$ cat config.mk
export PLATFORM = sky130hd
export DESIGN_NAME = cpu
export DESIGN_NICKNAME = d
export VERILOG_FILES = /design/src/source/cpu_pkg.sv /design/src/source/cpu.sv /design/src/source/decode_stage.sv /design/src/source/execute_stage.sv /design/src/source/fetch_stage.sv /design/src/source/memory_arbiter.sv /design/src/source/writeback_stage.sv
export VERILOG_INCLUDE_DIRS = /design/src /design/src/source
export SDC_FILE = /design/constraint.sdc
export NUM_CORES = 1
export LEC_CHECK = 0
export BUFFER_PORTS_ARGS = -buffer_cell sky130_fd_sc_hd__buf_2
export CAP_MARGIN = 20
export CORE_ASPECT_RATIO = 1.1
export CORE_MARGIN = 1
export CORE_UTILIZATION = 56
export DETAILED_ROUTE_END_ITERATION = 8
export GPL_TIMING_DRIVEN = 0
export HOLD_SLACK_MARGIN = 0.03
export PLACE_DENSITY_LB_ADDON = 0.12
export REMOVE_ABC_BUFFERS = 1
export SYNTH_ARGS = -nofsm -noshare
export SYNTH_HDL_FRONTEND = slang
export SYNTH_SLANG_ARGS = --single-unit
$ cat constraint.sdc
create_clock -name clk -period 4.55 [get_ports clk]
set_input_delay 0.455 -clock clk [delete_from_list [all_inputs] [get_ports clk]]
set_output_delay 0.455 -clock clk [all_outputs]
set_load 0.1 [all_outputs]
$ cat src/source/cpu_config.svh
`ifndef CPU_CONFIG_SVH
`define CPU_CONFIG_SVH

// Data and address word
`define CPU_WORD_WIDTH 16

// Register file
`define CPU_REG_ADDR_WIDTH 2
`define CPU_REG_COUNT 4

// I-format immediate field
`define CPU_IMM_WIDTH 8

// First fetch address after reset
`define CPU_RESET_PC 0

`endif

$ cat src/source/cpu_pkg.sv
`include "cpu_config.svh"

package cpu_pkg;

    typedef logic [`CPU_WORD_WIDTH-1:0]     word_t;
    typedef logic [`CPU_REG_ADDR_WIDTH-1:0] reg_idx_t;
    typedef logic [`CPU_IMM_WIDTH-1:0]      imm_t;

    typedef enum logic [3:0] {
        OP_BNE = 4'd0,
        OP_BEQ = 4'd1,
        OP_ADI = 4'd4,
        OP_LHI = 4'd6,
        OP_LWD = 4'd7,
        OP_SWD = 4'd8,
        OP_ALU = 4'd15
    } opcode_e;

    typedef enum logic [5:0] {
        F_ADD = 6'd0,
        F_SUB = 6'd1,
        F_AND = 6'd2,
        F_ORR = 6'd3,
        F_WWD = 6'd28,
        F_HLT = 6'd29
    } funct_e;

    typedef struct packed {
        opcode_e  opcode;
        reg_idx_t rs;
        reg_idx_t rt;
        reg_idx_t rd;
        funct_e   funct;
    } r_fmt_t;

    typedef struct packed {
        opcode_e  opcode;
        reg_idx_t rs;
        reg_idx_t rt;
        imm_t     imm;
    } i_fmt_t;

    // Same 16-bit word, two views
    typedef union packed {
        r_fmt_t r;
        i_fmt_t i;
    } instr_t;

    typedef enum logic [2:0] {
        ALU_ADD,
        ALU_SUB,
        ALU_AND,
        ALU_OR,
        ALU_PASS_B
    } alu_op_e;

    typedef struct packed {
        logic    reg_write;
        logic    dest_is_rd;  // Else rt
        logic    mem_read;
        logic    mem_write;
        logic    alu_src_imm;
        logic    wwd;
        logic    halt;
        alu_op_e alu_op;
    } ctrl_t;

    typedef struct packed {
        logic   valid;
        word_t  pc;
        instr_t instr;
    } if_id_t;

    typedef struct packed {
        logic     valid;
        ctrl_t    ctrl;
        reg_idx_t rs;
        reg_idx_t rt;
        reg_idx_t dest;
        word_t    rs_val;
        word_t    rt_val;
        imm_t     imm;
    } id_ex_t;

    typedef struct packed {
        logic     valid;
        ctrl_t    ctrl;
        reg_idx_t dest;
        word_t    alu_result;
        word_t    store_data;
    } ex_mem_t;

    typedef struct packed {
        logic     valid;
        ctrl_t    ctrl;
        reg_idx_t dest;
        word_t    alu_result;
        word_t    load_data;
    } mem_wb_t;

    typedef struct packed {
        logic  read;
        logic  write;
        word_t addr;
        word_t wdata;
    } mem_req_t;

    typedef struct packed {
        logic     en;
        reg_idx_t dest;
        word_t    data;
    } wb_write_t;

    function automatic word_t sign_ext(input imm_t imm);
        return {{(`CPU_WORD_WIDTH-`CPU_IMM_WIDTH){imm[`CPU_IMM_WIDTH-1]}}, imm};
    endfunction

endpackage

$ cat src/source/cpu.sv
module cpu (
    input  logic              clk,
    input  logic              reset_n,
    output cpu_pkg::mem_req_t mem_req,
    input  cpu_pkg::word_t    mem_rdata,
    output cpu_pkg::word_t    output_port,
    output logic              output_valid,
    output cpu_pkg::word_t    num_inst,
    output logic              is_halted
);
    import cpu_pkg::*;

    if_id_t    if_id;
    id_ex_t    id_ex;
    ex_mem_t   ex_mem;
    mem_req_t  data_req;
    wb_write_t wb_write;
    word_t     fetch_addr;
    word_t     branch_target;
    logic      fetch_read;
    logic      fetch_ready;
    logic      stall;
    logic      flush;
    logic      branch_taken;
    logic      halt_seen;

    ////////////////////////////////////////////////////////////////////////////
    // Pipeline

    fetch_stage u_fetch (
        .clk           (clk),
        .reset_n       (reset_n),
        .stall         (stall),
        .flush         (flush),
        .halt_seen     (halt_seen),
        .branch_target (branch_target),
        .branch_taken  (branch_taken),
        .fetch_ready   (fetch_ready),
        .fetch_addr    (fetch_addr),
        .fetch_read    (fetch_read),
        .fetch_data    (mem_rdata),  // Instruction straight off the shared port
        .if_id         (if_id)
    );

    decode_stage u_decode (
        .clk           (clk),
        .reset_n       (reset_n),
        .if_id         (if_id),
        .ex_dest       (id_ex),
        .mem_dest      (ex_mem),
        .wb_write      (wb_write),
        .stall         (stall),
        .flush         (flush),
        .branch_taken  (branch_taken),
        .branch_target (branch_target),
        .halt_seen     (halt_seen),
        .id_ex         (id_ex)
    );

    execute_stage u_execute (
        .clk      (clk),
        .reset_n  (reset_n),
        .id_ex    (id_ex),
        .wb_write (wb_write),
        .mem_req  (data_req),
        .ex_mem   (ex_mem)
    );

    memory_arbiter u_arbiter (
        .data_req    (data_req),
        .fetch_read  (fetch_read),
        .fetch_addr  (fetch_addr),
        .mem_req     (mem_req),
        .fetch_ready (fetch_ready)
    );

    writeback_stage u_writeback (
        .clk          (clk),
        .reset_n      (reset_n),
        .ex_mem       (ex_mem),
        .mem_rdata    (mem_rdata),
        .wb_write     (wb_write),
        .output_port  (output_port),
        .output_valid (output_valid),
        .num_inst     (num_inst),
        .is_halted    (is_halted)
    );

endmodule

$ cat src/source/decode_stage.sv
`include "cpu_config.svh"

module decode_stage (
    input  logic               clk,
    input  logic               reset_n,
    input  cpu_pkg::if_id_t    if_id,
    input  cpu_pkg::id_ex_t    ex_dest,
    input  cpu_pkg::ex_mem_t   mem_dest,
    input  cpu_pkg::wb_write_t wb_write,
    output logic               stall,
    output logic               flush,
    output logic               branch_taken,
    output cpu_pkg::word_t     branch_target,
    output logic               halt_seen,
    output cpu_pkg::id_ex_t    id_ex
);
    import cpu_pkg::*;

    word_t    regs [`CPU_REG_COUNT];
    instr_t   instr;
    ctrl_t    ctrl;
    reg_idx_t rs;
    reg_idx_t rt;
    reg_idx_t dest;
    word_t    rs_val;
    word_t    rt_val;
    logic     uses_rs;
    logic     uses_rt;
    logic     is_branch;
    logic     ex_hit;
    logic     mem_hit;
    logic     load_use;
    logic     halt_q;

    assign instr = if_id.instr;
    assign rs    = instr.r.rs;
    assign rt    = instr.r.rt;
    assign dest  = ctrl.dest_is_rd ? instr.r.rd : instr.r.rt;

    ////////////////////////////////////////////////////////////////////////////
    // Control decode

    always_comb begin
        ctrl      = '0;
        uses_rs   = 1'b0;
        uses_rt   = 1'b0;
        is_branch = 1'b0;
        case (instr.r.opcode)
            OP_ALU: begin
                case (instr.r.funct)
                    F_ADD, F_SUB, F_AND, F_ORR: begin
                        ctrl.reg_write  = 1'b1;
                        ctrl.dest_is_rd = 1'b1;
                        uses_rs         = 1'b1;
                        uses_rt         = 1'b1;
                        case (instr.r.funct)
                            F_SUB:   ctrl.alu_op = ALU_SUB;
                            F_AND:   ctrl.alu_op = ALU_AND;
                            F_ORR:   ctrl.alu_op = ALU_OR;
                            default: ctrl.alu_op = ALU_ADD;
                        endcase
                    end
                    F_WWD: begin
                        ctrl.wwd = 1'b1;
                        uses_rs  = 1'b1;
                    end
                    F_HLT:   ctrl.halt = 1'b1;
                    default: ;
                endcase
            end
            OP_ADI: begin
                ctrl.reg_write   = 1'b1;
                ctrl.alu_src_imm = 1'b1;
                uses_rs          = 1'b1;
            end
            OP_LHI: begin
                ctrl.reg_write   = 1'b1;
                ctrl.alu_src_imm = 1'b1;
                ctrl.alu_op      = ALU_PASS_B;
            end
            OP_LWD: begin
                ctrl.reg_write   = 1'b1;
                ctrl.mem_read    = 1'b1;
                ctrl.alu_src_imm = 1'b1;
                uses_rs          = 1'b1;
            end
            OP_SWD: begin
                ctrl.mem_write   = 1'b1;
                ctrl.alu_src_imm = 1'b1;
                uses_rs          = 1'b1;
                uses_rt          = 1'b1;
            end
            OP_BEQ, OP_BNE: begin
                is_branch = 1'b1;
                uses_rs   = 1'b1;
                uses_rt   = 1'b1;
            end
            default: ;
        endcase
    end

    ////////////////////////////////////////////////////////////////////////////
    // Register file, write-back value visible in the same cycle

    always_comb begin
        rs_val = regs[rs];
        rt_val = regs[rt];
        if (wb_write.en && wb_write.dest == rs) rs_val = wb_write.data;
        if (wb_write.en && wb_write.dest == rt) rt_val = wb_write.data;
    end

    always_ff @(posedge clk) begin
        if (reset_n) begin
            for (int i = 0; i < `CPU_REG_COUNT; i++) begin
                regs[i] <= '0;
            end
        end else if (wb_write.en) begin
            regs[wb_write.dest] <= wb_write.data;
        end
    end

    // Hazards against EX and MEM
    assign ex_hit = ex_dest.valid && ex_dest.ctrl.reg_write &&
                    ((uses_rs && ex_dest.dest == rs) || (uses_rt && ex_dest.dest == rt));
    assign mem_hit = mem_dest.valid && mem_dest.ctrl.reg_write &&
                     ((uses_rs && mem_dest.dest == rs) || (uses_rt && mem_dest.dest == rt));
    assign load_use = ex_hit && ex_dest.ctrl.mem_read;

    // Branch waits until both sources sit in the register file
    assign stall = if_id.valid && (load_use || (is_branch && (ex_hit || mem_hit)));

    assign branch_target = if_id.pc + word_t'(1) + sign_ext(instr.i.imm);
    assign branch_taken  = if_id.valid && is_branch && !stall &&
                           ((instr.i.opcode == OP_BEQ) == (rs_val == rt_val));
    assign flush         = branch_taken;
    assign halt_seen     = halt_q || (if_id.valid && ctrl.halt);

    always_ff @(posedge clk) begin
        if (reset_n) begin
            id_ex.valid <= 1'b0;
            halt_q      <= 1'b0;
        end else begin
            id_ex.valid <= if_id.valid && !stall;  // Bubble while stalled
            if (if_id.valid && ctrl.halt && !stall) begin
                halt_q <= 1'b1;
            end
        end
        id_ex.ctrl   <= ctrl;
        id_ex.rs     <= rs;
        id_ex.rt     <= rt;
        id_ex.dest   <= dest;
        id_ex.rs_val <= rs_val;
        id_ex.rt_val <= rt_val;
        id_ex.imm    <= instr.i.imm;
    end

endmodule

$ cat src/source/execute_stage.sv
`include "cpu_config.svh"

module execute_stage (
    input  logic               clk,
    input  logic               reset_n,
    input  cpu_pkg::id_ex_t    id_ex,
    input  cpu_pkg::wb_write_t wb_write,
    output cpu_pkg::mem_req_t  mem_req,
    output cpu_pkg::ex_mem_t   ex_mem
);
    import cpu_pkg::*;

    word_t opnd_a;
    word_t opnd_b;
    word_t imm_word;
    word_t alu_b;
    word_t alu_out;
    word_t result;

    // Youngest producer wins
    function automatic word_t forward(input reg_idx_t src, input word_t reg_val);
        if (ex_mem.valid && ex_mem.ctrl.reg_write && ex_mem.dest == src) begin
            return ex_mem.alu_result;
        end
        if (wb_write.en && wb_write.dest == src) begin
            return wb_write.data;
        end
        return reg_val;
    endfunction

    always_comb begin
        opnd_a = forward(id_ex.rs, id_ex.rs_val);
        opnd_b = forward(id_ex.rt, id_ex.rt_val);
    end

    ////////////////////////////////////////////////////////////////////////////
    // ALU

    // LHI is the only pass-B user
    assign imm_word = (id_ex.ctrl.alu_op == ALU_PASS_B) ?
                      {id_ex.imm, {(`CPU_WORD_WIDTH-`CPU_IMM_WIDTH){1'b0}}} :
                      sign_ext(id_ex.imm);
    assign alu_b = id_ex.ctrl.alu_src_imm ? imm_word : opnd_b;

    always_comb begin
        case (id_ex.ctrl.alu_op)
            ALU_SUB:    alu_out = opnd_a - alu_b;
            ALU_AND:    alu_out = opnd_a & alu_b;
            ALU_OR:     alu_out = opnd_a | alu_b;
            ALU_PASS_B: alu_out = alu_b;
            default:    alu_out = opnd_a + alu_b;
        endcase
    end

    assign result = id_ex.ctrl.wwd ? opnd_a : alu_out;  // WWD carries rs

    always_ff @(posedge clk) begin
        if (reset_n) begin
            ex_mem.valid <= 1'b0;
        end else begin
            ex_mem.valid <= id_ex.valid;
        end
        ex_mem.ctrl       <= id_ex.ctrl;
        ex_mem.dest       <= id_ex.dest;
        ex_mem.alu_result <= result;
        ex_mem.store_data <= opnd_b;
    end

    // Data access of the entry in MEM
    assign mem_req = '{
        read:  ex_mem.valid && ex_mem.ctrl.mem_read,
        write: ex_mem.valid && ex_mem.ctrl.mem_write,
        addr:  ex_mem.alu_result,
        wdata: ex_mem.store_data
    };

endmodule

$ cat src/source/fetch_stage.sv
`include "cpu_config.svh"

module fetch_stage (
    input  logic            clk,
    input  logic            reset_n,
    input  logic            stall,
    input  logic            flush,
    input  logic            halt_seen,
    input  cpu_pkg::word_t  branch_target,
    input  logic            branch_taken,
    input  logic            fetch_ready,
    output cpu_pkg::word_t  fetch_addr,
    output logic            fetch_read,
    input  cpu_pkg::word_t  fetch_data,
    output cpu_pkg::if_id_t if_id
);
    import cpu_pkg::*;

    word_t pc;
    logic  accept;

    assign fetch_addr = pc;
    assign fetch_read = !halt_seen && !stall;
    assign accept     = fetch_read && fetch_ready;  // Port granted this cycle

    always_ff @(posedge clk) begin
        if (reset_n) begin
            pc          <= word_t'(`CPU_RESET_PC);
            if_id.valid <= 1'b0;
        end else if (!stall) begin
            if (branch_taken) begin
                pc <= branch_target;
            end else if (accept) begin
                pc <= pc + word_t'(1);
            end
            // Wrong-path word or lost arbitration leaves a bubble
            if_id.valid <= accept && !flush;
        end
        if (!stall) begin
            if_id.pc    <= pc;
            if_id.instr <= fetch_data;
        end
    end

endmodule

$ cat src/source/memory_arbiter.sv
module memory_arbiter (
    input  cpu_pkg::mem_req_t data_req,
    input  logic              fetch_read,
    input  cpu_pkg::word_t    fetch_addr,
    output cpu_pkg::mem_req_t mem_req,
    output logic              fetch_ready
);
    import cpu_pkg::*;

    mem_req_t fetch_req;
    logic     data_busy;

    assign fetch_req = '{
        read:  fetch_read,
        write: 1'b0,
        addr:  fetch_addr,
        wdata: '0
    };

    // Data side always wins
    assign data_busy   = data_req.read || data_req.write;
    assign mem_req     = data_busy ? data_req : fetch_req;
    assign fetch_ready = fetch_read && !data_busy;

endmodule

$ cat src/source/writeback_stage.sv
module writeback_stage (
    input  logic               clk,
    input  logic               reset_n,
    input  cpu_pkg::ex_mem_t   ex_mem,
    input  cpu_pkg::word_t     mem_rdata,
    output cpu_pkg::wb_write_t wb_write,
    output cpu_pkg::word_t     output_port,
    output logic               output_valid,
    output cpu_pkg::word_t     num_inst,
    output logic               is_halted
);
    import cpu_pkg::*;

    mem_wb_t mem_wb;
    word_t   wb_data;

    always_ff @(posedge clk) begin
        if (reset_n) begin
            mem_wb.valid <= 1'b0;
        end else begin
            mem_wb.valid <= ex_mem.valid;
        end
        mem_wb.ctrl       <= ex_mem.ctrl;
        mem_wb.dest       <= ex_mem.dest;
        mem_wb.alu_result <= ex_mem.alu_result;
        if (ex_mem.ctrl.mem_read) begin
            mem_wb.load_data <= mem_rdata;  // Memory answers in the MEM cycle
        end
    end

    assign wb_data  = mem_wb.ctrl.mem_read ? mem_wb.load_data : mem_wb.alu_result;
    assign wb_write = '{
        en:   mem_wb.valid && mem_wb.ctrl.reg_write,
        dest: mem_wb.dest,
        data: wb_data
    };

    ////////////////////////////////////////////////////////////////////////////
    // Retirement

    assign output_valid = mem_wb.valid && mem_wb.ctrl.wwd;
    assign output_port  = mem_wb.alu_result;

    always_ff @(posedge clk) begin
        if (reset_n) begin
            num_inst  <= '0;
            is_halted <= 1'b0;
        end else if (mem_wb.valid) begin
            num_inst <= num_inst + word_t'(1);
            if (mem_wb.ctrl.halt) begin
                is_halted <= 1'b1;  // Sticky until reset
            end
        end
    end

endmodule

==> out/metrics.yaml, run 1 <==
synth_top_area_share_pct: 23.7
overflow: 0
drt_wl_total_mm: 39.6
fin_crit_ns: 4.34
stdcell_count: 1801
ys_seq_elements: 270
clkPwrFrac_pct: 31.2
grt_max_degree: 38
drv_slew: 0
cp-start-kind: "flip-flop"
crit_type: "reg -> reg"
io_buffers: 85
coreArea_um2: 24700
drive_gt1_share_pct: 19.4
slew_headroom_pct: 30.5
drt_iter0_markers: 940
ys_seq_area_share_pct: 45.9
cp.arrival_ns: 4.79
hold_path.startpoint: "mem_rdata[5]"
yosysTopAreaCell: "edfxtp_1"
final_core_util_pct: 65.1
crit_path_end_kind: "flip-flop"
die_w_um: 154
wl_per_cell_um: 22.0
die_h_um: 169
dieArea_um2: 26000
numCtsBuffers: 29
total_power_mw: 7.17
yosysWarnings: 0
p_int_mw: 4.59
synth_flop_cell: "dfxtp_1"
place_inst: 1736
holdWs_ns: 0.0833
routed_via_density: 6.26
path_cells: "or3b_4 -> and3_1 -> a21o_1 -> inv_1 -> ha_1 -> nand3_1 -> or3_1 -> o21ai_0 -> xor2_1 -> ha_1 -> a21o_1 -> o31a_1 -> or3_1 -> a21oi_1 -> o21ai_0"
grt_pass1_wl_mm: 60.3
clkSlewWorstSetupHoldPaths_ns: 0.06
synth-edff-count: 112
io_pins: 86
antenna_left: 0
synthCells: 1424
cts_tree: "built"
start_util_pct: 57.5
r2r_slack_ns: 0.21
vias: 11300
dr.pass1.iters: 5
syn_to_final_growth_pct: 13.2
h-tree-depth: 1
worstPathRequired_ns: 5.00
crit_fanout: 17
critPathBufInv: 1
grt_pass1_vias: 10800
design_area_um2: 16100
async_flop_share_pct: 0
worst_slew_pin_slew_ns: 1.04
dpl_cell_area_um2: 14800
setup_violations: 0
syn_area_per_cell_um2: 9.98
peakVddDrop_mv: 0.370
seq_power_share_pct: 42.5
yosys-top-cells-area: "edfxtp_1 (24%), dfxtp_1 (22%), mux4_2 (5.1%)"
hold_buffers: 0
ys_types: 76
p_switching_mw: 2.59
r2r-start: "u_decode.id_ex[48]"
grt.total_usage_pct: 30.0
skew_ns: 0.0149
clk_path_buf_depth: 3
slowest_delay_ns: 0.57
cts.root.buffer_cell: "clkbuf_16"
clkSinkCount: 270
insertion_delay_ns: 0.56
fmax_mhz: 230
p_leak_nw: 6.39
status: "finished clean"
hp-class: "in -> reg"
critPathSlowestCell: "dfxtp_1"
nNetsFinal: 1523
hpwlAfterDp_mm: 28.4
maxCapViolations: 0
min_period_over_period_pct: 95.4
place_congestion: 0.929
startpoint: "u_decode.id_ex[48]"
hold_viol: 0
comb_power_share_pct: 26.4
p_sw_share_pct: 36.1
power.density_nw_per_um2: 446
drc: 0
syn_area_um2: 14200
antenna_found_initial: 0
row_count: 60
critPathTopFamily: "simple AND/OR/NAND/NOR gates"
## through the flow
| step | setup TNS (ns) | setup slack, ns |
|---|---|---|
| global placement | -48.03 | -1.94 |
| finish | 0 | 0.208 |
| detailed placement | -26.66 | -1.33 |
| CTS | 0 | 0.0249 |
| global route | -0.0104 | -0.0104 |
| floorplan | -1.03 | -0.183 |
## cell usage after synthesis (18+ instances only)
cell type and count:
dfxtp_1 158, nand2_1 157, nor2_1 126, edfxtp_1 112
o21ai_0 100, a21oi_1 63, clkbuf_1 63, xor2_1 63
xnor2_1 44, ha_1 35, inv_1 33, mux4_2 32
and2_1 29, nand4_1 26, and3_1 24, nand3_1 23
mux2_2 22, mux2i_1 22, nor3_1 19, o31ai_1 18
## timing repair
item                                   CTS  global route
endpoints found under the hold margin    0             0
buffers inserted                         0            10
pin swaps                                1             7
cloned                                   1             0
gates resized for setup                 40            35
setup endpoints to repair               30            26
## state kept, by name, indices dropped and copies added, names as in the netlist, named ones only
name and count:
u_decode.regs 64, u_decode.id_ex 56, u_execute.ex_mem 40, u_fetch.if_id 33, u_writeback.mem_wb 21, u_fetch.fetch_addr 16
u_writeback.num_inst 16, u_writeback.output_port 16, u_writeback.wb_write 2, u_decode.halt_q 1, u_writeback.is_halted 1
## metal layers
metal | wire length, um | GRT usage (%)
met5 | 0 | 0
met2 | 19700 | 52.1
met4 | 1580 | 13.5
met1 | 15800 | 37.0
met3 | 2510 | 4.53
## cell usage in the layout (no fill, tap or decap), drive strengths merged, types with 7 or more instances in the layout
| master | instances |
|---|---|
| xnor2 | 44 |
| o31ai | 18 |
| inv | 35 |
| a21o | 12 |
| nor2b | 10 |
| o21ai | 101 |
| nand3 | 23 |
| clkbuf | 38 |
| and3 | 25 |
| a21oi | 63 |
| dfxtp | 158 |
| nand4 | 26 |
| nor3 | 20 |
| o221a | 9 |
| ha | 35 |
| edfxtp | 112 |
| xor2 | 63 |
| or3 | 10 |
| nand2 | 157 |
| and4 | 12 |
| a221oi | 10 |
| clkinv | 13 |
| mux2i | 24 |
| mux2 | 22 |
| a211oi | 22 |
| nor4 | 10 |
| o22ai | 17 |
| and2 | 29 |
| a31oi | 17 |
| buf | 111 |
| o21bai | 7 |
| nor2 | 126 |
| mux4 | 32 |
## power groups by stage
stage	logic [mW]	clock network, mW	registers (mW)
final	1.89	2.24	3.05
after global placement	1.73	0	3.08
after floorplan	0.940	0	3.39
after global routing	2.01	2.35	3.07
after detailed placement	1.77	0	3.07
after CTS	1.82	2.25	3.04
## worst paths after layout
| path | cells after the start | endpoint |
|---|---|---|
| setup / recovery | 15 | u_execute.ex_mem[29] |
| hold / removal | 1 | u_writeback.mem_wb[5] |
| setup reg to reg | 15 | u_execute.ex_mem[29] |
| hold reg to reg | 0 | u_writeback.mem_wb[38] |
## cell families (layout without fill, tap and decap cells)
logic type | Yosys count | in the layout | synth area share [%]
muxes | 78 | 78 | 8.56
buffers and inverters | 134 | 199 | 4.31
AOI/OAI and AO/OA | 334 | 334 | 15.7
DFF | 270 | 270 | 45.9
and+or+nand+nor | 461 | 462 | 15.3
xor gates and xnor gates | 107 | 107 | 6.60
adders and majority gates | 40 | 40 | 3.58
other | 0 | 1 | 0
## worst reg2reg max path: cells and delay by family (launching register included)
kind,cells,cell delay (ns)
and+or+nand+nor,5,1.69
DFF,1,0.57
xor gates and xnor gates,1,0.18
AOI/OAI and AO/OA,6,1.22
adders and majority gates,2,0.50
buffers and inverters,1,0.08
## final cells by class
class,count,area (um^2)
Fill cell,1998,8610
Multi-Input combinational cell,1021,7380
Sequential cell,270,6550
Clock buffer,38,801
Timing Repair Buffer,111,744
Tap cell,310,388
Inverter,35,131
Clock inverter,15,92.6
Antenna cell,1,2.50
Power figures use the tool's default switching activity.
==> run 2: changes to the inputs <==
--- a/config.mk
+++ b/config.mk
@@ -10,7 +10,8 @@
 export CAP_MARGIN = 20
 export CORE_ASPECT_RATIO = 1.1
 export CORE_MARGIN = 1
-export CORE_UTILIZATION = 56
+export CORE_UTILIZATION = 55
+export CTS_CLUSTER_DIAMETER = 50
 export DETAILED_ROUTE_END_ITERATION = 8
 export GPL_TIMING_DRIVEN = 0
 export HOLD_SLACK_MARGIN = 0.03
==> run 2 against run 1 <==
Effect of this change:
- total power up 4.2%
- non-clock buffer count grew 12
- sequential share of layout area fell by 0.86 points
- worst setup slack worse by 0.096 ns
- via count grew 3.3%
- global-route usage rose by 1.1 points
- count of clock-buffer cells in the layout increased by 3
- core utilization down 0.27 points
==> out/metrics.yaml, run 2 (same netlist as run 1, synthesis figures left out) <==
antenna_found_initial: 0  # unchanged
regMostFlops: "u_decode.regs"
dr_wl_met3_mm: 3.59  # +43%
grt_pass1_vias: 11100  # +2.7%
crit_path_end_kind: "flip-flop"
crit_type: "reg -> reg"
crit_fanout: 14  # -3
fin_crit_ns: 4.44  # +0.0965 ns
die_h_um: 171  # +0.89%
clkSinkCount: 270  # unchanged
nNetsFinal: 1536  # +0.85%
cp-start-kind: "flip-flop"
start_util_pct: 56.1  # -1.5 points
io_buffers: 85  # unchanged
slew_headroom_pct: 30.5  # -0.052 points
clk_path_buf_depth: 3  # unchanged
fmax_mhz: 225  # -2.2%
r2r-start: "u_decode.id_ex[43]"
worst_slew_pin_slew_ns: 1.04  # +0.000783 ns
antenna_left: 0  # unchanged
final_cell_mix: "nand2_1 (156), dfxtp_1 (146), nor2_1 (126)"
cts_tree: "built"
drc: 0  # unchanged
min_period_over_period_pct: 97.5  # +2.1 points
drt-met1-wl_mm: 16.7  # +5.7%
drive_gt1_share_pct: 21.3  # +1.9 points
drv_slew: 0  # unchanged
hp-class: "in -> reg"
top_regs: "u_decode.regs x64, u_decode.id_ex x56, u_execute.ex_mem x40"
overflow: 0  # unchanged
dr.pass1.iters: 5  # unchanged
maxCapViolations: 0  # unchanged
dieArea_um2: 26500  # +1.8%
startpoint: "u_decode.id_ex[43]"
largest_reg_flops: 64  # unchanged
grt_setup_unrepaired: "true"
row_count: 61  # +1.7%
setup_violations: 0  # unchanged
design_area_um2: 16400  # +2.2%
grt_pass1_wl_mm: 62.7  # +3.9%
maxUsedRoutingLayer: "met4"
vias: 11600  # +3.3%
worstPathRequired_ns: 4.97  # -0.03 ns
p_leak_nw: 6.52  # +2.1%
skew_ns: 0.0134  # -0.00151 ns
numCtsBuffers: 29  # unchanged
io_pins: 86  # unchanged
hold_buffers: 0  # unchanged
dpl_cell_area_um2: 14800  # +0.25%
die_w_um: 155  # +0.89%
routed_via_density: 6.29  # +0.57%
grt.total_usage_pct: 31.1  # +1.1 points
status: "finished clean"
insertion_delay_ns: 0.56  # about the same
clkSlewWorstSetupHoldPaths_ns: 0.07  # about the same
diodes: 0  # -1
syn_to_final_growth_pct: 15.7
power.density_nw_per_um2: 455  # +2.0%
cts.root.buffer_cell: "clkbuf_16"
final_core_util_pct: 64.9  # -0.27 points
grt_max_degree: 38  # unchanged
hpwlAfterDp_mm: 28.7  # +1.0%
place_congestion: 0.930  # about the same
num-fill-cells: 2052  # +2.7%
route.met2.wl_mm: 19.5  # -1.3%
hold_path.startpoint: "mem_rdata[15]"
h-tree-depth: 1  # unchanged
peakVddDrop_mv: 0.419  # +13%
wl_per_cell_um: 22.4  # +2.1%
hold_viol: 0  # unchanged
drt_wl_total_mm: 41.5  # +4.9%
layout.cells.most_common: "nand2_1"
drt_iter0_markers: 1205  # +28%
cp.arrival_ns: 4.86  # +0.07 ns
coreArea_um2: 25300  # +2.6%
-- run 2: cell count changes in the layout (fill, tap and decap cells not counted), sizes merged --
cell / delta
buf: +12
clkinv: -6
clkbuf: +3
bufinv: +2
and2: +1
clkinvlp: +1
diode: -1
inv: +1
-- run 2: worst paths after layout --
| path | to | slack (ns) | cells past startpoint |
|---|---|---|---|
| setup reg to reg | u_execute.ex_mem[31] | 0.11 | 17 |
| hold / removal | u_fetch.if_id[15] | 0.09 | 1 |
| hold reg to reg | u_execute.ex_mem[40] | 0.33 | 0 |
| setup / recovery | u_execute.ex_mem[31] | 0.11 | 17 |
-- run 2: power breakdown --
part	internal, mW	switching (mW)
sequential	2.75	0.325
combinational	0.626	1.33
clock	1.45	0.999
total	4.82	2.65
-- run 2: cell type report --
type,count,area (um^2),area share (%)
multi-input cells,1022,7470,45.4
inverters,35,131,0.799
clock inverters,13,140,0.853
clock buffers,41,865,5.26
well taps,346,433,2.63
repair buffers,123,851,5.18
flip-flops and latches,270,6550,39.9
-- run 2: timing repair --
item,in CTS,in global routing
pin swaps,3,10
cloned,1,1
buffers inserted,3,19
gates resized for setup,42,50
setup endpoints to repair,29,27
-- run 2: layer usage --
metal  vias to the layer above  GRT usage (%)
met5                         -              0
met4                         0           13.3
met3                       102           4.56
met2                       562           51.3
met1                      5657           41.0
li1                       5322              -
-- run 2: worst max-delay path, cell delays in order (launching register included) --
cell and delay (ns):
dfxtp_2 0.39, xnor2_2 0.36, buf_4 0.27, a31oi_1 0.13, o311ai_1 0.58, o31ai_1 0.19
nand2_1 0.21, o21ai_2 0.08, xor2_1 0.16, ha_2 0.37, nand2_1 0.08, nand2_1 0.07
a21o_1 0.18, a21o_1 0.21, o31a_1 0.33, o41ai_2 0.42, and3_1 0.21, o31ai_1 0.06
-- run 2: through the flow --
step                      total power [mW]  hold slack, ns  cells  TNS [ns]  setup slack, ns
after global routing                  7.72          0.0843   1850   -0.0921          -0.0745
after global placement                4.85           0.314   1756    -50.27            -2.12
final                                 7.47          0.0910   1850         0            0.112
after floorplan                       4.33           0.310   1325     -1.03           -0.183
after CTS                             7.38          0.0838   1829         0          0.00341
after detailed placement              4.88           0.318   1771    -21.53            -1.39
==> run 3: changes to the inputs <==
--- a/config.mk
+++ b/config.mk
@@ -10,7 +10,7 @@
 export CAP_MARGIN = 20
 export CORE_ASPECT_RATIO = 1.1
 export CORE_MARGIN = 1
-export CORE_UTILIZATION = 55
+export CORE_UTILIZATION = 56
 export CTS_CLUSTER_DIAMETER = 50
 export DETAILED_ROUTE_END_ITERATION = 8
 export GPL_TIMING_DRIVEN = 0
==> run 3 against run 2 <==
Effect of this change:
- sequential share of layout area increased by 0.64 points
- critical path type unchanged
- clock power decreased by 2%
- global-route usage decreased by 1.0 points
- worst setup slack improved by 0.054 ns
==> out/metrics.yaml, run 3 (same netlist as run 1, synthesis figures left out) <==
status: "finished clean"
drv_slew: 0  # unchanged
r2r-start: "u_writeback.wb_write[16]"
largest_reg_flops: 64  # unchanged
regMostFlops: "u_decode.regs"
layout.cells.most_common: "nand2_1"
grt_max_degree: 38  # unchanged
antenna_found_initial: 0  # unchanged
routed_via_density: 6.26  # -0.51%
worstPathRequired_ns: 4.99  # +0.02 ns
reg2reg_to: "u_execute.ex_mem[29]"
hold_path.startpoint: "mem_rdata[5]"
hold_buffers: 0  # unchanged
io_pins: 86  # unchanged
cp.arrival_ns: 4.83  # -0.03 ns
coreArea_um2: 24700  # -2.5%
start_util_pct: 57.5  # +1.5 points
drive_gt1_share_pct: 19.7  # -1.6 points
die_w_um: 154  # -0.88%
antenna_left: 0  # unchanged
p_leak_nw: 6.43  # -1.3%
diodes: 0  # unchanged
cts_tree: "built"
numCtsBuffers: 31  # +6.9%
path_cells: "xor2_1 -> nor4_2 -> o31a_1 -> nor2_1 -> a31oi_2 -> ha_1 -> nand3_1 -> or3_1 -> o21ai_0 -> xor2_1 -> ha_1 -> a21o_1 -> o31a_1 -> or3_1 -> a21oi_1 -> o21ai_0"
reg2reg_depth: 16  # -1
critPathSlowestCell: "dfxtp_2"
fin_crit_ns: 4.38  # -0.0537 ns
holdPathEnd: "u_writeback.mem_wb[5]"
peakVddDrop_mv: 0.381  # -9.1%
place_congestion: 0.929  # about the same
clk_path_buf_depth: 3  # unchanged
drt_wl_total_mm: 39.6  # -4.7%
critPathBufInv: 0  # -1
maxCapViolations: 0  # unchanged
cp-start-kind: "flip-flop"
dr.pass1.iters: 5  # unchanged
h-tree-depth: 1  # unchanged
setup-tns-final_ns: 0  # unchanged
slowest_delay_ns: 0.49  # -0.09 ns
hp-class: "in -> reg"
worst_slew_pin_slew_ns: 1.06  # +0.0248 ns
insertion_delay_ns: 0.56  # about the same
drc: 0  # unchanged
row_count: 60  # -1.6%
grt_pass1_vias: 10900  # -2.1%
nNetsFinal: 1525  # -0.72%
dieArea_um2: 26000  # -1.8%
die_h_um: 169  # -0.89%
crit_fanout: 9  # -5
io_buffers: 85  # unchanged
vias: 11300  # -3.0%
holdWs_ns: 0.0810  # -0.0101 ns
wl_per_cell_um: 21.9  # -2.2%
power.density_nw_per_um2: 453  # -0.27%
setup_violations: 0  # unchanged
grt_pass1_wl_mm: 60.3  # -3.9%
clkSlewWorstSetupHoldPaths_ns: 0.06  # about the same
min_path_cells: 1  # unchanged
cts.root.buffer_cell: "clkbuf_16"
clkSinkCount: 270  # unchanged
syn_to_final_growth_pct: 13.7
crit_path_end_kind: "flip-flop"
r2r_slack_ns: 0.17  # +0.05 ns
skew_ns: 0.0118  # -0.00154 ns
final_cell_mix: "nand2_1 (156), dfxtp_1 (147), nor2_1 (126)"
crit_type: "reg -> reg"
hpwlAfterDp_mm: 28.4  # -1.0%
slew_headroom_pct: 28.8  # -1.7 points
grt.total_usage_pct: 30.0  # -1.0 points
hold_viol: 0  # unchanged
critPathTopFamily: "compound AO/OA/AOI/OAI gates"
overflow: 0  # unchanged
min_period_over_period_pct: 96.4  # -1.2 points
top_regs: "u_decode.regs x64, u_decode.id_ex x56, u_execute.ex_mem x40"
drt_iter0_markers: 870  # -28%
fmax_mhz: 228  # +1.2%
## run 3: changes by cell type in the layout (fill, tap and decap cells not counted), moves of 3 or more
| cell | before | now |
|---|---|---|
| o21ai_2 | 7 | 4 |
| ha_2 | 3 | 0 |
| ha_1 | 32 | 35 |
| buf_4 | 26 | 15 |
| clkinvlp_4 | 3 | 0 |
| inv_6 | 2 | 7 |
| o31ai_1 | 11 | 14 |
| clkinv_1 | 2 | 5 |
| clkinv_4 | 1 | 4 |
## run 3: timing repair
item	4_1_cts	5_1_grt
cloned	1	0
pin swaps	1	8
endpoints found under the setup margin	30	27
buffers inserted	1	9
resized for setup	37	34
## run 3: power breakdown
part / total [mW] / internal [mW] / leakage (nW) / switching (mW)
clock network: 2.39 / 1.34 / 0.486 / 1.05
logic: 1.89 / 0.599 / 3.46 / 1.29
registers: 3.05 / 2.75 / 2.49 / 0.301
## run 3: final cells by class
cell class,count,area (um^2)
Fill cell,1985,8540
Multi-Input combinational cell,1021,7370
Inverter,35,131
Timing Repair Buffer,111,741
Sequential cell,270,6550
Clock buffer,39,847
Clock inverter,18,139
Tap cell,310,388
## run 3: layer usage
layer / vias up / track usage, % / wire length (um)
met5: - / 0 / 0
met4: 0 / 15.9 / 2050
met1: 5443 / 36.7 / 15700
li1: 5316 / - / -
met2: 424 / 51.2 / 19300
met3: 113 / 4.92 / 2480
## run 3: how the worst max path moves through the flow
| stage | from | end | slack (ns) | cells after the start |
|---|---|---|---|---|
| 3_3_place_gp | u_writeback.mem_wb[44] | u_execute.ex_mem[31] | -1.94 | 14 |
| 4_1_cts | u_execute.ex_mem[32] | u_execute.ex_mem[31] | -0.02 | 17 |
| 2_1_floorplan | u_writeback.mem_wb[44] | u_execute.ex_mem[28] | -0.18 | 18 |
| 6_report | u_writeback.wb_write[16] | u_execute.ex_mem[29] | 0.17 | 16 |
| 5_1_grt | u_writeback.wb_write[16] | u_execute.ex_mem[29] | -0.03 | 16 |
| 3_5_place_dp | u_execute.ex_mem[32] | u_execute.ex_mem[31] | -1.33 | 17 |
## run 3: per-stage QoR
step	instance area, um^2	cells	utilization, %	power, mW	worst slack (ns)
final	16200	1804	65.4	7.33	0.166
after CTS	16000	1795	64.6	7.27	-0.0168
after detailed placement	14800	1736	59.9	4.84	-1.33
after floorplan	13700	1325	-	4.33	-0.183
after global placement	14500	1720	58.9	4.81	-1.94
after global routing	16200	1804	65.4	7.59	-0.0285
